[src/ooo_macros.svh]
`ifndef OOO_MACROS_SVH
`define OOO_MACROS_SVH

// datapath and register addressing
`define OOO_XLEN 32
`define OOO_REG_AW 5

// reorder buffer geometry, index width must cover the depth
`define OOO_ROB_IXW 3
`define OOO_ROB_DEPTH 8

// major opcodes kept by this core
`define OOO_OPC_REG 7'b0110011 // add sub and or xor
`define OOO_OPC_IMM 7'b0010011 // addi

// cycles from alu issue to result
`define OOO_ALU_LAT 2

`endif

[src/ooo_pkg.sv]
`include "ooo_macros.svh"

package ooo_pkg;

  // register-register layout
  typedef struct packed {
    logic [6:0]             funct7; // bit 5 picks sub over add
    logic [`OOO_REG_AW-1:0] rs2;
    logic [`OOO_REG_AW-1:0] rs1;
    logic [2:0]             funct3;
    logic [`OOO_REG_AW-1:0] rd;
    logic [6:0]             opcode;
  } instr_r_t;

  // register-immediate layout, imm sits where funct7 and rs2 are
  typedef struct packed {
    logic [11:0]            imm; // sign bit is imm[11]
    logic [`OOO_REG_AW-1:0] rs1;
    logic [2:0]             funct3;
    logic [`OOO_REG_AW-1:0] rd;
    logic [6:0]             opcode;
  } instr_i_t;

  // one 32-bit word, two views of the same bits
  typedef union packed {
    instr_r_t r;
    instr_i_t i;
  } instr_word_u;

endpackage

[src/ooo_if.sv]
`timescale 1ns/1ns
`include "ooo_macros.svh"

// combinational operand lookup, issue side asks and the file answers
interface operand_read_if;
  logic [`OOO_REG_AW-1:0]  rs1;
  logic [`OOO_REG_AW-1:0]  rs2;
  logic [`OOO_XLEN-1:0]    rval1;   // architectural value
  logic [`OOO_XLEN-1:0]    rval2;
  logic [`OOO_ROB_IXW-1:0] rob_ix1; // rename tag, only meaningful while busy
  logic [`OOO_ROB_IXW-1:0] rob_ix2;
  logic                    busy1;   // a younger result is still in flight
  logic                    busy2;

  modport reader (
    output rs1, rs2,
    input  rval1, rval2, rob_ix1, rob_ix2, busy1, busy2
  );

  modport file (
    input  rs1, rs2,
    output rval1, rval2, rob_ix1, rob_ix2, busy1, busy2
  );
endinterface

// in-order retirement write into the architectural file
interface commit_if;
  logic                    we;      // one pulse per retired instruction
  logic [`OOO_REG_AW-1:0]  wa;
  logic [`OOO_XLEN-1:0]    wd;
  logic [`OOO_ROB_IXW-1:0] wrob_ix; // buffer slot that produced wd

  modport source (
    output we, wa, wd, wrob_ix
  );

  modport sink (
    input  we, wa, wd, wrob_ix
  );
endinterface

[src/alu_unit.sv]
`timescale 1ns/1ns
`include "ooo_macros.svh"

module alu_unit (
  input  logic                    clk_in,
  input  logic                    rst_in,
  input  logic                    flush_in,
  input  logic                    in_valid,
  input  logic [`OOO_XLEN-1:0]    a,
  input  logic [`OOO_XLEN-1:0]    b,
  input  logic [2:0]              funct3,
  input  logic                    sub,
  input  logic [`OOO_ROB_IXW-1:0] ix,
  output logic                    out_valid,
  output logic [`OOO_ROB_IXW-1:0] out_ix,
  output logic [`OOO_XLEN-1:0]    out_data
);

  // stage 1, operand register
  logic                    s1_valid;
  logic [`OOO_XLEN-1:0]    s1_a;
  logic [`OOO_XLEN-1:0]    s1_b;
  logic [2:0]              s1_f3;
  logic                    s1_sub;
  logic [`OOO_ROB_IXW-1:0] s1_ix;
  logic [`OOO_XLEN-1:0]    res;

  always_comb begin
    case (s1_f3)
      3'b000:  res = s1_sub ? (s1_a - s1_b) : (s1_a + s1_b);
      3'b100:  res = s1_a ^ s1_b;
      3'b110:  res = s1_a | s1_b;
      3'b111:  res = s1_a & s1_b;
      default: res = s1_a + s1_b; // unused encodings behave as add
    endcase
  end

  // valids, a flush kills both stages
  always_ff @(posedge clk_in) begin
    if (rst_in || flush_in) begin
      s1_valid  <= 1'b0;
      out_valid <= 1'b0;
    end else begin
      s1_valid  <= in_valid;
      out_valid <= s1_valid;
    end
  end

  always_ff @(posedge clk_in) begin
    s1_a     <= a;
    s1_b     <= b;
    s1_f3    <= funct3;
    s1_sub   <= sub;
    s1_ix    <= ix;
    out_ix   <= s1_ix; // stage 2, compute register
    out_data <= res;
  end

endmodule

[src/issue_unit.sv]
`timescale 1ns/1ns
`include "ooo_macros.svh"

module issue_unit (
  input  logic                    instr_valid,
  input  ooo_pkg::instr_word_u    instr,
  output logic                    stall,
  operand_read_if.reader          rd,
  // bypass lookup into the reorder buffer
  output logic [`OOO_ROB_IXW-1:0] byp_ix1,
  output logic [`OOO_ROB_IXW-1:0] byp_ix2,
  input  logic [`OOO_XLEN-1:0]    byp_data1,
  input  logic [`OOO_XLEN-1:0]    byp_data2,
  input  logic                    byp_done1,
  input  logic                    byp_done2,
  input  logic                    full,
  input  logic [`OOO_ROB_IXW-1:0] alloc_ix,
  input  logic                    flush_in,
  output logic                    dispatch,
  output logic [`OOO_REG_AW-1:0]  dispatch_rd,
  // towards the alu
  output logic                    alu_valid,
  output logic [`OOO_XLEN-1:0]    alu_a,
  output logic [`OOO_XLEN-1:0]    alu_b,
  output logic [2:0]              alu_funct3,
  output logic                    alu_sub,
  output logic [`OOO_ROB_IXW-1:0] alu_ix
);

  logic                 is_reg;   // R view
  logic                 is_imm;   // I view
  logic                 wait1;    // rs1 producer not done yet
  logic                 wait2;    // rs2 producer not done, R-form only
  logic [`OOO_XLEN-1:0] op1;
  logic [`OOO_XLEN-1:0] op2;
  logic [`OOO_XLEN-1:0] imm_sext;

  assign is_reg = (instr.r.opcode == `OOO_OPC_REG);
  assign is_imm = (instr.i.opcode == `OOO_OPC_IMM);

  // rs1 sits at the same bits in both layouts, rs2 only in R
  assign rd.rs1 = instr.i.rs1;
  assign rd.rs2 = instr.r.rs2;

  // buffer entry named by the rename tag
  assign byp_ix1 = rd.rob_ix1;
  assign byp_ix2 = rd.rob_ix2;

  // busy register reads come from the buffer instead of the file
  assign op1   = rd.busy1 ? byp_data1 : rd.rval1;
  assign op2   = rd.busy2 ? byp_data2 : rd.rval2;
  assign wait1 = rd.busy1 && !byp_done1;
  assign wait2 = is_reg && rd.busy2 && !byp_done2; // addi ignores rs2

  assign imm_sext = {{(`OOO_XLEN-12){instr.i.imm[11]}}, instr.i.imm};

  // full stalls regardless, operand waits only for a live word
  assign stall = full || (instr_valid && (wait1 || wait2));

  // other opcodes are consumed without effect
  assign dispatch    = instr_valid && (is_reg || is_imm) && !stall && !flush_in;
  assign dispatch_rd = instr.r.rd;

  assign alu_valid  = dispatch;
  assign alu_a      = op1;
  assign alu_b      = is_imm ? imm_sext : op2;
  assign alu_funct3 = is_imm ? 3'b000 : instr.r.funct3; // addi is a plain add
  assign alu_sub    = is_reg && instr.r.funct7[5];
  assign alu_ix     = alloc_ix; // result goes back to the slot just taken

endmodule

[src/ooo_core_top.sv]
`timescale 1ns/1ns
`include "ooo_macros.svh"

module ooo_core_top (
  input  logic                   clk_in,
  input  logic                   rst_in,
  input  logic                   instr_valid_in,
  input  logic [`OOO_XLEN-1:0]   instr_in,
  input  logic                   flush_in,
  output logic                   stall_out,
  output logic                   commit_valid_out,
  output logic [`OOO_REG_AW-1:0] commit_rd_out,
  output logic [`OOO_XLEN-1:0]   commit_data_out
);

  operand_read_if i_rd_if ();
  commit_if       i_cm_if ();

  logic                    dispatch;
  logic [`OOO_REG_AW-1:0]  dispatch_rd;
  logic [`OOO_ROB_IXW-1:0] alloc_ix;
  logic                    full;
  logic [`OOO_ROB_IXW-1:0] byp_ix1, byp_ix2;
  logic [`OOO_XLEN-1:0]    byp_data1, byp_data2;
  logic                    byp_done1, byp_done2;
  logic [`OOO_REG_AW-1:0]  flush_addrs [`OOO_ROB_DEPTH];
  // issue to alu
  logic                    alu_valid, alu_sub;
  logic [`OOO_XLEN-1:0]    alu_a, alu_b;
  logic [2:0]              alu_funct3;
  logic [`OOO_ROB_IXW-1:0] alu_ix;
  // alu back to the buffer
  logic                    cpl_valid;
  logic [`OOO_ROB_IXW-1:0] cpl_ix;
  logic [`OOO_XLEN-1:0]    cpl_data;

  issue_unit i_issue (
    .instr_valid(instr_valid_in), .instr(instr_in), .stall(stall_out), .rd(i_rd_if),
    .byp_ix1(byp_ix1), .byp_ix2(byp_ix2), .byp_data1(byp_data1), .byp_data2(byp_data2),
    .byp_done1(byp_done1), .byp_done2(byp_done2), .full(full), .alloc_ix(alloc_ix),
    .flush_in(flush_in), .dispatch(dispatch), .dispatch_rd(dispatch_rd),
    .alu_valid(alu_valid), .alu_a(alu_a), .alu_b(alu_b), .alu_funct3(alu_funct3),
    .alu_sub(alu_sub), .alu_ix(alu_ix)
  );

  register_file i_regfile (
    .clk_in(clk_in), .rst_in(rst_in), .rd(i_rd_if), .cm(i_cm_if),
    .issue(dispatch), .rob_ix(alloc_ix), .rd_in(dispatch_rd), // rename on dispatch
    .flush_in(flush_in), .flush_addrs(flush_addrs)
  );

  reorder_buffer i_rob (
    .clk_in(clk_in), .rst_in(rst_in), .flush_in(flush_in),
    .dispatch(dispatch), .dispatch_rd(dispatch_rd), .alloc_ix(alloc_ix), .full(full),
    .cpl_valid(cpl_valid), .cpl_ix(cpl_ix), .cpl_data(cpl_data),
    .byp_ix1(byp_ix1), .byp_ix2(byp_ix2), .byp_data1(byp_data1), .byp_data2(byp_data2),
    .byp_done1(byp_done1), .byp_done2(byp_done2), .flush_addrs(flush_addrs),
    .cm(i_cm_if), .commit_valid(commit_valid_out), .commit_rd(commit_rd_out),
    .commit_data(commit_data_out)
  );

  alu_unit i_alu (
    .clk_in(clk_in), .rst_in(rst_in), .flush_in(flush_in),
    .in_valid(alu_valid), .a(alu_a), .b(alu_b), .funct3(alu_funct3), .sub(alu_sub),
    .ix(alu_ix), .out_valid(cpl_valid), .out_ix(cpl_ix), .out_data(cpl_data)
  );

endmodule

[src/register_file.sv]
`timescale 1ns/1ns
`include "ooo_macros.svh"

module register_file (
  input  logic                    clk_in,
  input  logic                    rst_in,
  operand_read_if.file            rd,
  commit_if.sink                  cm,
  input  logic                    issue,   // rename strobe from dispatch
  input  logic [`OOO_ROB_IXW-1:0] rob_ix,  // slot given to the new instruction
  input  logic [`OOO_REG_AW-1:0]  rd_in,   // its destination
  input  logic                    flush_in,
  input  logic [`OOO_REG_AW-1:0]  flush_addrs [`OOO_ROB_DEPTH]
);

  localparam int NREG = 1 << `OOO_REG_AW;

  logic [`OOO_XLEN-1:0]    regs [NREG];
  logic [`OOO_ROB_IXW-1:0] tags [NREG]; // newest producer of each register
  logic [NREG-1:0]         busy;        // set while that producer is uncommitted

  always_ff @(posedge clk_in) begin
    if (rst_in) begin
      for (int i = 0; i < NREG; i++) begin // all 32, x31 included
        regs[i] <= '0;
        tags[i] <= '0;
      end
      busy <= '0;
    end else if (flush_in) begin
      // every live destination is in the list, so no busy bit survives
      for (int j = 0; j < `OOO_ROB_DEPTH; j++) begin
        busy[flush_addrs[j]] <= 1'b0;
        tags[flush_addrs[j]] <= '0;
      end
    end else begin
      if (cm.we && (cm.wa != '0)) begin
        regs[cm.wa] <= cm.wd;
        // an older producer retiring must not clear a newer rename
        if (cm.wrob_ix == tags[cm.wa]) begin
          busy[cm.wa] <= 1'b0;
        end
      end
      // placed after the commit write so a same-register rename wins
      if (issue && (rd_in != '0)) begin
        tags[rd_in] <= rob_ix;
        busy[rd_in] <= 1'b1;
      end
    end
  end

  // read ports, x0 forced to zero and never busy
  always_comb begin
    rd.rval1   = (rd.rs1 == '0) ? '0 : regs[rd.rs1];
    rd.rval2   = (rd.rs2 == '0) ? '0 : regs[rd.rs2];
    rd.rob_ix1 = tags[rd.rs1];
    rd.rob_ix2 = tags[rd.rs2];
    rd.busy1   = busy[rd.rs1] && (rd.rs1 != '0);
    rd.busy2   = busy[rd.rs2] && (rd.rs2 != '0);
  end

endmodule

[src/reorder_buffer.sv]
`timescale 1ns/1ns
`include "ooo_macros.svh"

module reorder_buffer (
  input  logic                    clk_in,
  input  logic                    rst_in,
  input  logic                    flush_in,
  // allocation from issue
  input  logic                    dispatch,
  input  logic [`OOO_REG_AW-1:0]  dispatch_rd,
  output logic [`OOO_ROB_IXW-1:0] alloc_ix,
  output logic                    full,
  // completion from the alu
  input  logic                    cpl_valid,
  input  logic [`OOO_ROB_IXW-1:0] cpl_ix,
  input  logic [`OOO_XLEN-1:0]    cpl_data,
  // operand bypass by tag
  input  logic [`OOO_ROB_IXW-1:0] byp_ix1,
  input  logic [`OOO_ROB_IXW-1:0] byp_ix2,
  output logic [`OOO_XLEN-1:0]    byp_data1,
  output logic [`OOO_XLEN-1:0]    byp_data2,
  output logic                    byp_done1,
  output logic                    byp_done2,
  output logic [`OOO_REG_AW-1:0]  flush_addrs [`OOO_ROB_DEPTH],
  commit_if.source                cm,
  output logic                    commit_valid,
  output logic [`OOO_REG_AW-1:0]  commit_rd,
  output logic [`OOO_XLEN-1:0]    commit_data
);

  localparam int DEPTH = `OOO_ROB_DEPTH;

  logic [`OOO_ROB_IXW-1:0] head;  // oldest entry
  logic [`OOO_ROB_IXW-1:0] tail;  // next free entry
  logic [`OOO_ROB_IXW:0]   count; // one extra bit to hold DEPTH

  logic [DEPTH-1:0]       ent_valid;
  logic [DEPTH-1:0]       ent_done;
  logic [`OOO_REG_AW-1:0] ent_rd  [DEPTH];
  logic [`OOO_XLEN-1:0]   ent_val [DEPTH];

  logic fire; // head retires at the coming edge

  assign fire     = ent_valid[head] && ent_done[head] && !flush_in;
  assign full     = (count == DEPTH);
  assign alloc_ix = tail;

  // tag-indexed bypass, done means the value is already in the entry
  assign byp_data1 = ent_val[byp_ix1];
  assign byp_data2 = ent_val[byp_ix2];
  assign byp_done1 = ent_valid[byp_ix1] && ent_done[byp_ix1];
  assign byp_done2 = ent_valid[byp_ix2] && ent_done[byp_ix2];

  // destinations the register file has to unbusy on flush
  always_comb begin
    for (int i = 0; i < DEPTH; i++) begin
      flush_addrs[i] = ent_valid[i] ? ent_rd[i] : '0; // empty slot names x0
    end
  end

  // retirement write, combinational so the file updates on the same edge
  assign cm.we      = fire;
  assign cm.wa      = ent_rd[head];
  assign cm.wd      = ent_val[head];
  assign cm.wrob_ix = head;

  always_ff @(posedge clk_in) begin
    if (rst_in || flush_in) begin // flush empties everything in flight
      head         <= '0;
      tail         <= '0;
      count        <= '0;
      ent_valid    <= '0;
      ent_done     <= '0;
      commit_valid <= 1'b0;
    end else begin
      if (dispatch) begin
        ent_valid[tail] <= 1'b1;
        ent_done[tail]  <= 1'b0;
        tail            <= tail + 1'b1; // wraps at DEPTH
      end
      if (cpl_valid) begin
        ent_done[cpl_ix] <= 1'b1;
      end
      if (fire) begin
        ent_valid[head] <= 1'b0;
        ent_done[head]  <= 1'b0;
        head            <= head + 1'b1;
      end
      commit_valid <= fire; // registered one-cycle pulse
      case ({dispatch, fire})
        2'b10:   count <= count + 1'b1;
        2'b01:   count <= count - 1'b1;
        default: count <= count; // both or neither
      endcase
    end
  end

  // payload, qualified by the control above
  always_ff @(posedge clk_in) begin
    if (dispatch) begin
      ent_rd[tail] <= dispatch_rd;
    end
    if (cpl_valid) begin
      ent_val[cpl_ix] <= cpl_data;
    end
    if (fire) begin
      commit_rd   <= ent_rd[head];
      commit_data <= ent_val[head];
    end
  end

endmodule

[config.mk]
export PLATFORM = sky130hd
export DESIGN_NAME = ooo_core_top
export DESIGN_NICKNAME = d
export VERILOG_FILES = /design/src/ooo_pkg.sv /design/src/ooo_if.sv /design/src/alu_unit.sv /design/src/issue_unit.sv /design/src/ooo_core_top.sv /design/src/register_file.sv /design/src/reorder_buffer.sv
export VERILOG_INCLUDE_DIRS = /design/src
export SDC_FILE = /design/constraint.sdc
export NUM_CORES = 2
export LEC_CHECK = 0
export ABC_AREA = 0
export BUFFER_PORTS_ARGS = -buffer_cell sky130_fd_sc_hd__buf_2
export CORE_UTILIZATION = 40
export DETAILED_ROUTE_END_ITERATION = 6
export GPL_TIMING_DRIVEN = 0
export PLACE_DENSITY = 0.59
export SLEW_MARGIN = 20
export SYNTH_ARGS = -nofsm -noshare
export SYNTH_HDL_FRONTEND = slang
export SYNTH_SLANG_ARGS = --single-unit
[constraint.sdc]
create_clock -name clk_in -period 6.2 [get_ports clk_in]
set_input_delay 0 -clock clk_in [delete_from_list [all_inputs] [get_ports clk_in]]
set_output_delay 0 -clock clk_in [all_outputs]
set_load 0.05 [all_outputs]
### Word-level counts from Yosys, hierarchy flattened

Memory sizes are Yosys's and may differ from the RTL's. A register that Yosys moved wholly into a read port is not among the register bits.
Cells that the tools add are included.
Widths: inputs -> output; s select.

* register bits: 204
* bits in latches: 0
* bits in writable memories: 1416
* bits in read-only memories: 0
* bits of input ports: 36
* output and inout bits: 39
* word-level logic and storage cells: 274
* memories kept: 4

Memories
* i_regfile.regs: words 32, bits a word 32, read ports 2, clocked after memory_dff 0, wr ports 32, RTL line register_file.sv:18 `` logic [`OOO_XLEN-1:0] regs [NREG]; ``
* i_rob.ent_val: words 8, bits a word 32, read ports 3, clocked after memory_dff 1, wr ports 1, RTL line reorder_buffer.sv:40 `` logic [`OOO_XLEN-1:0] ent_val [DEPTH]; ``
* i_regfile.tags: words 32, bits a word 3, read ports 3, clocked after memory_dff 0, wr ports 32, RTL line register_file.sv:19 `` logic [`OOO_ROB_IXW-1:0] tags [NREG]; ``
* i_rob.ent_rd: words 8, bits a word 5, read ports 9, clocked after memory_dff 1, wr ports 1, RTL line reorder_buffer.sv:39 `` logic [`OOO_REG_AW-1:0] ent_rd [DEPTH]; ``

* add/sub/neg operators: 6
* $mul: 0
* divide/modulo/power cells: 0
* order comparisons: 30
* eq/ne operators: 9
* shifts and indexed selects: 0
* muxes and demuxes: 123
* bitwise operators: 29
* reductions and logical operators: 55

Operator list (count)
* $mux 32: 13
* $and 32x32->32: 10
* $not 32->32: 9
* $pmux 32 s4: 1
* $mux 5: 18
* $lt 5x6->1 const B: 12
* $mux 8: 8
* $or 32x32->32: 2
* $demux 1 s5: 10
* $ge 5x1->1 const B: 10
* $mux 1: 48
* $mux 3: 13
* $add 32x32->32: 1
* $reduce_or 32->1: 1
* $sub 32x32->32: 1
* $xor 32x32->32: 1
* $logic_and 1x1->1: 29
* $reduce_or 3->1: 9
* $and 8x8->8: 3
* $lt 3x4->1 const B: 5
* $reduce_bool 5->1: 4
* $bmux 1 s3: 6
* $not 8->8: 2
* $or 8x8->8: 2
* 19 further kinds: 34

### Logic depth before layout (Yosys ltp)

An unclocked memory read counts as a cell.

* depth after elaboration: 19
* gate-level depth with buffers: 19
* mapped depth without buffers: 16

### Hierarchy

A second synthesis with hierarchy kept.

* cell total of the unflattened synthesis: 6628
* area, all modules: 92038.3 um2

Modules (own cells, without submodules)
* register_file: instances 1, cells an instance 4526, area each 64937.3 um2
* reorder_buffer: instances 1, cells an instance 918, area each 17803.3 um2
* alu_unit: instances 1, cells an instance 1021, area each 7998.9 um2
* issue_unit: instances 1, cells an instance 163, area each 1298.7 um2

### Worst setup path before layout

No wires, ideal clock.

* path type: register to register
* from: reg i_rob.head[0] (netlist: i_rob.cm.wrob_ix[0])
* to: mem i_regfile.regs[10][0] in the netlist's numbering (enable)
* library setup time: 0.388 ns
* arrival: 3.978 ns
* data required time: 5.812 ns
* setup slack: 1.834 ns
* stages on the path, launching flop included: 11
* path buffers: 2
* clock period less this slack: 4.366 ns
* cells stage by stage: dfxtp_1 > buf_1 > nand3_1 > o21ai_0 > o2bb2ai_1 > nand3_1 > a21oi_1 > clkbuf_1 > nand2_1 > nor2_1 > a21o_1

RTL lines
* from (decl): RTL line reorder_buffer.sv:33 `` logic [`OOO_ROB_IXW-1:0] head; ``
* from (signal assigned): RTL line reorder_buffer.sv:87 `head <= head + 1'b1;`
* to (decl): RTL line register_file.sv:18

==> metrics.md <==
| Metric | Value |
|---|---|
| Run status | finished, violations left |
| Violated checks | design-rule violations |
| Fraction of registers with async set or reset after synthesis | 0% |
| Total of cells resized after clock tree synthesis | 0 |
| Dominant cell type by area after synthesis | sky130_fd_sc_hd__edfxtp_1 |
| Most instantiated library cell after synthesis | sky130_fd_sc_hd__edfxtp_1 |
| List of cells traversed by the critical path | clkbuf_1 -> mux4_2 -> mux2i_2 -> inv_1 -> clkbuf_1 -> nor3_1 -> a21boi_1 -> and2_1 -> nand2_1 -> clkbuf_1 -> nor2_1 |
| Part of the Yosys area used for sequential elements | 52.0% |
| Per-cell via count in the routed design | between 6 and 7 |
| Number of nets in the finished design | 7292 |
| Die span in x | 472 um |
| Reported leakage power | approximately 35 nW |
| Register-to-register setup slack | 0.07 ns |
| Dominant combinational cell family by area after synthesis | multiplexers |
| Post-synthesis xor/xnor area fraction | less than 1% |
| Detailed-placement wirelength estimate | approximately 250 mm |
| Total standard cell area after synthesis | ~89000 um2 |
| Number of flops mapped to enable cells by yosys | 1357 |
| Prevailing post-synth register cell | sky130_fd_sc_hd__edfxtp_1 |
| Clock tree buffer depth | 3 |
| ANT nets after route | 0 |
| Setup violations, final | 0 |
| Wire length of the first global-routing pass | 466 mm |
| Number of primary I/O pins | 75 |
| Launch point of the worst hold path | instr_in[31] |
| Fmax | about 0.16 GHz |
| Starting density of the core | 40.3% |
| Area growth syn-to-layout | 13.0% |
| Synth Area in Compound Gates | ~8% |
| Crit. End Element | register |
| Die outline height | 472 um |
| Antenna violations before repair | 20 |
| Wire length per cell after detailed routing | 32.7 um |
| Synthesized area per cell | ~13 um2 |
| Clock root cell | sky130_fd_sc_hd__clkbuf_16 |
| Portion of netlist area occupied by mux cells | between 20 and 25% |
| Final slew viol count | 0 |
| Routed length on met3 | 47.6 mm |
| Final GP Congestion | 0.966 |
| Share of the synthesized area in the top cell type | between 40% and 50% |
| Number of global-route vias before repair | roughly 62000 |
| Distinct cells, synth | 84 |
| Detailed-route DRC error count | 9 |
| Pwr dens | 271 nW/um2 |
| CTS HTree Levels | 4 |
| Slew margin rel. | 15.1% |
| Worst supply voltage drop on vdd | 307 uV |
| Yosys Warn Count | 0 |
| Detailed-route via count | 65700 |
| Skew-Pair Late Insertion Delay | 0.86 ns |
| Number of buffers added by the clock tree synthesis step | 179 |
| Flip-flop and latch count after synthesis | 1622 |
| Hold path depth | 4 |
| Crit path largest cell delay | between 0.8 and 0.9 ns |
| Pin count of the biggest net entering global routing | 42 |
| TritonCTS clock tree | done |
| Worst Setup Start Kind | register |
| Buffers on Ports | 68 |
| Wire length the detailed router placed on met1 | roughly 130 mm |
| Site Rows | 172 |
| Maximum fanout encountered on the critical timing path | 10 |
| Kind of path behind the tightest hold check | in -> reg |
| Total wirelength of the detailed-routed design | 336 mm |
| Leading post-synthesis cells by instance count | 1357 x sky130_fd_sc_hd__edfxtp_1, 1190 x sky130_fd_sc_hd__nor2_1, 792 x sky130_fd_sc_hd__mux4_2 |
| Top routing layer in use | met5 |
| Floorplan core area | between 200000 and 250000 um2 |
| Final worst path period share | 98.8% |
| Total routing resource utilization after global routing | between 20 and 30% |
| Worst flop-to-flop path endpoint | i_regfile.regs[2][13] |
| Setup repair after global routing missed its margin | false |
| Worst clock skew | just over 0.08 ns |
| Clock-pin slew on the worst setup and hold paths | 0.07 ns |
| Share of post-route cells with drive strength above 1 | 19.9% |
| Worst hold path endpoint | i_alu.s1_b[31] |
| Final Hold Vio Count | 0 |
| Classification of the worst setup path | reg -> reg |
| Number of DRC violations after detailed-routing iteration 0 | 10700 |
| Overflow left after global routing | 0 |
| Most used cell along the critical path | sky130_fd_sc_hd__clkbuf_1 |
| Overall die area | 223000 um2 |
| Measured slew at the worst slew-check pin | 1.24 ns |
| Area share of fa/ha/maj cells after synthesis | 1.48% |
| Instance count of the mapped netlist | roughly 6800 |
| Required time of the critical path | 6.74 ns |
| Overall power after layout | 27.1 mW |
| Met2 WL post-DR | 146 mm |
| Slowest cell on the critical path | sky130_fd_sc_hd__clkbuf_1 |
| Number of iterations in the first detailed-routing pass | 7 |
| MaxCap Viol Count | 0 |
| Cells taking the most area after synthesis | sky130_fd_sc_hd__edfxtp_1 46%, sky130_fd_sc_hd__mux4_2 20%, sky130_fd_sc_hd__dfxtp_1 6.0% |
| Shortest period the worst path allows | just over 6 ns |
| Hold WS | between 0.1 and 0.15 ns |
| Depth of the worst register-to-register path | 11 |
| Total number of clock tree sinks | 1622 |
| Share of synthesized cell area in and, or, nand and nor gates | 10.1% |
| WP data arrival | 6.66 ns |
-- registers in the layout, summed over array words and instances, names as in the netlist, 4 cells and up, named ones only --
signal / cells
i_regfile.regs: 1024
i_rob.ent_val: 256
i_regfile.tags: 96
i_rob.ent_rd: 40
i_alu.out_data: 32
i_alu.s1_a: 32
i_alu.s1_b: 32
i_rob.commit_data: 32
i_regfile.busy: 31
i_rob.ent_done: 8
i_rob.ent_valid: 8
i_rob.commit_rd: 5
i_rob.count: 4
-- metrics by stage --
stage | cell area [um2] | TNS [ns] | setup WS [ns] | utilization (%) | std cells
CTS | 99900 | 0 | 0.367 | 45.5 | 10300
finish | 100000 | 0 | 0.0730 | 45.5 | 10300
floorplan | 88600 | 0 | 1.83 | - | 6833
global route | 100000 | 0 | 0.167 | 45.5 | 10300
detailed placement | 93600 | 0 | 0.346 | 42.6 | 9899
global placement | 92700 | -786.73 | -1.77 | 42.2 | 9859
-- report_power, final --
group	internal, mW	switching [mW]
Sequential	12.3	0.395
Clock	6.26	4.74
Combinational	1.27	2.07
-- worst max-delay path, delay by kind of cell, from the launching register on --
family / cells / cell delay [ns]
and+or+nand+nor: 4 / 1.48
buffers and inverters: 4 / 2.24
muxes: 2 / 1.22
AOI/OAI and AO/OA: 1 / 0.56
DFF: 1 / 0.33
-- how the worst max path moves through the flow --
stage	from	to	slack, ns	cells past startpoint
after detailed placement	register	i_regfile.regs[2][19]	0.35	11
after global routing	register	i_regfile.regs[2][15]	0.17	14
after global placement	i_rob.cm.wrob_ix[0]	i_regfile.regs[10][16]	-1.77	9
after CTS	register	i_regfile.regs[2][12]	0.37	11
after floorplan	i_rob.cm.wrob_ix[0]	i_regfile.regs[10][0]	1.83	10
final	register	i_regfile.regs[2][13]	0.07	11
-- per-layer routing --
layer	track usage, %	up-vias
met2	43.6	4754
li1	-	26800
met3	10.1	589
met5	0	-
met1	40.9	33500
met4	8.53	10
-- cells by family after synthesis --
kind of cell               after synthesis
buffers and inverters                  774
other                                    1
adders and majority gates              103
muxes                                 1183
and+or+nand+nor                       1966
DFF                                   1622
AOI/OAI and AO/OA                     1105
xor gates and xnor gates                48
-- area by class of cell --
class	instances	area [um2]
Multi-Input combinational cell	4437	39800
Buffer	608	2510
Clock buffer	225	4790
Tap cell	2958	3700
Sequential cell	1622	46100
Clock inverter	110	1180
Inverter	166	626
Fill cell	19700	120000
Timing Repair Buffer	139	1310
Antenna cell	5	12.5
-- cell usage in the layout, fill, tap and decap left out, types with 135 or more instances in the layout --
cell type | Yosys | layout
sky130_fd_sc_hd__dfxtp_1 | 265 | 265
sky130_fd_sc_hd__nor2_1 | 1190 | 1184
sky130_fd_sc_hd__inv_1 | 164 | 164
sky130_fd_sc_hd__edfxtp_1 | 1357 | 1357
sky130_fd_sc_hd__nor2b_1 | 161 | 161
sky130_fd_sc_hd__nand2_1 | 230 | 230
sky130_fd_sc_hd__clkbuf_1 | 462 | 475
sky130_fd_sc_hd__buf_2 | 39 | 135
sky130_fd_sc_hd__o21ai_0 | 244 | 242
sky130_fd_sc_hd__mux4_2 | 792 | 792
sky130_fd_sc_hd__clkbuf_16 | 0 | 179
sky130_fd_sc_hd__mux2i_1 | 377 | 347
sky130_fd_sc_hd__a211oi_1 | 207 | 207
sky130_fd_sc_hd__a21oi_1 | 303 | 303
-- repair_timing --
item | 4_1_cts | 5_1_grt
setup buffers | 0 | 0
hold buffers | 29 | 0
endpoints found under the hold margin | 102 | 0
No activity file was read; power rests on OpenSTA's default activity.
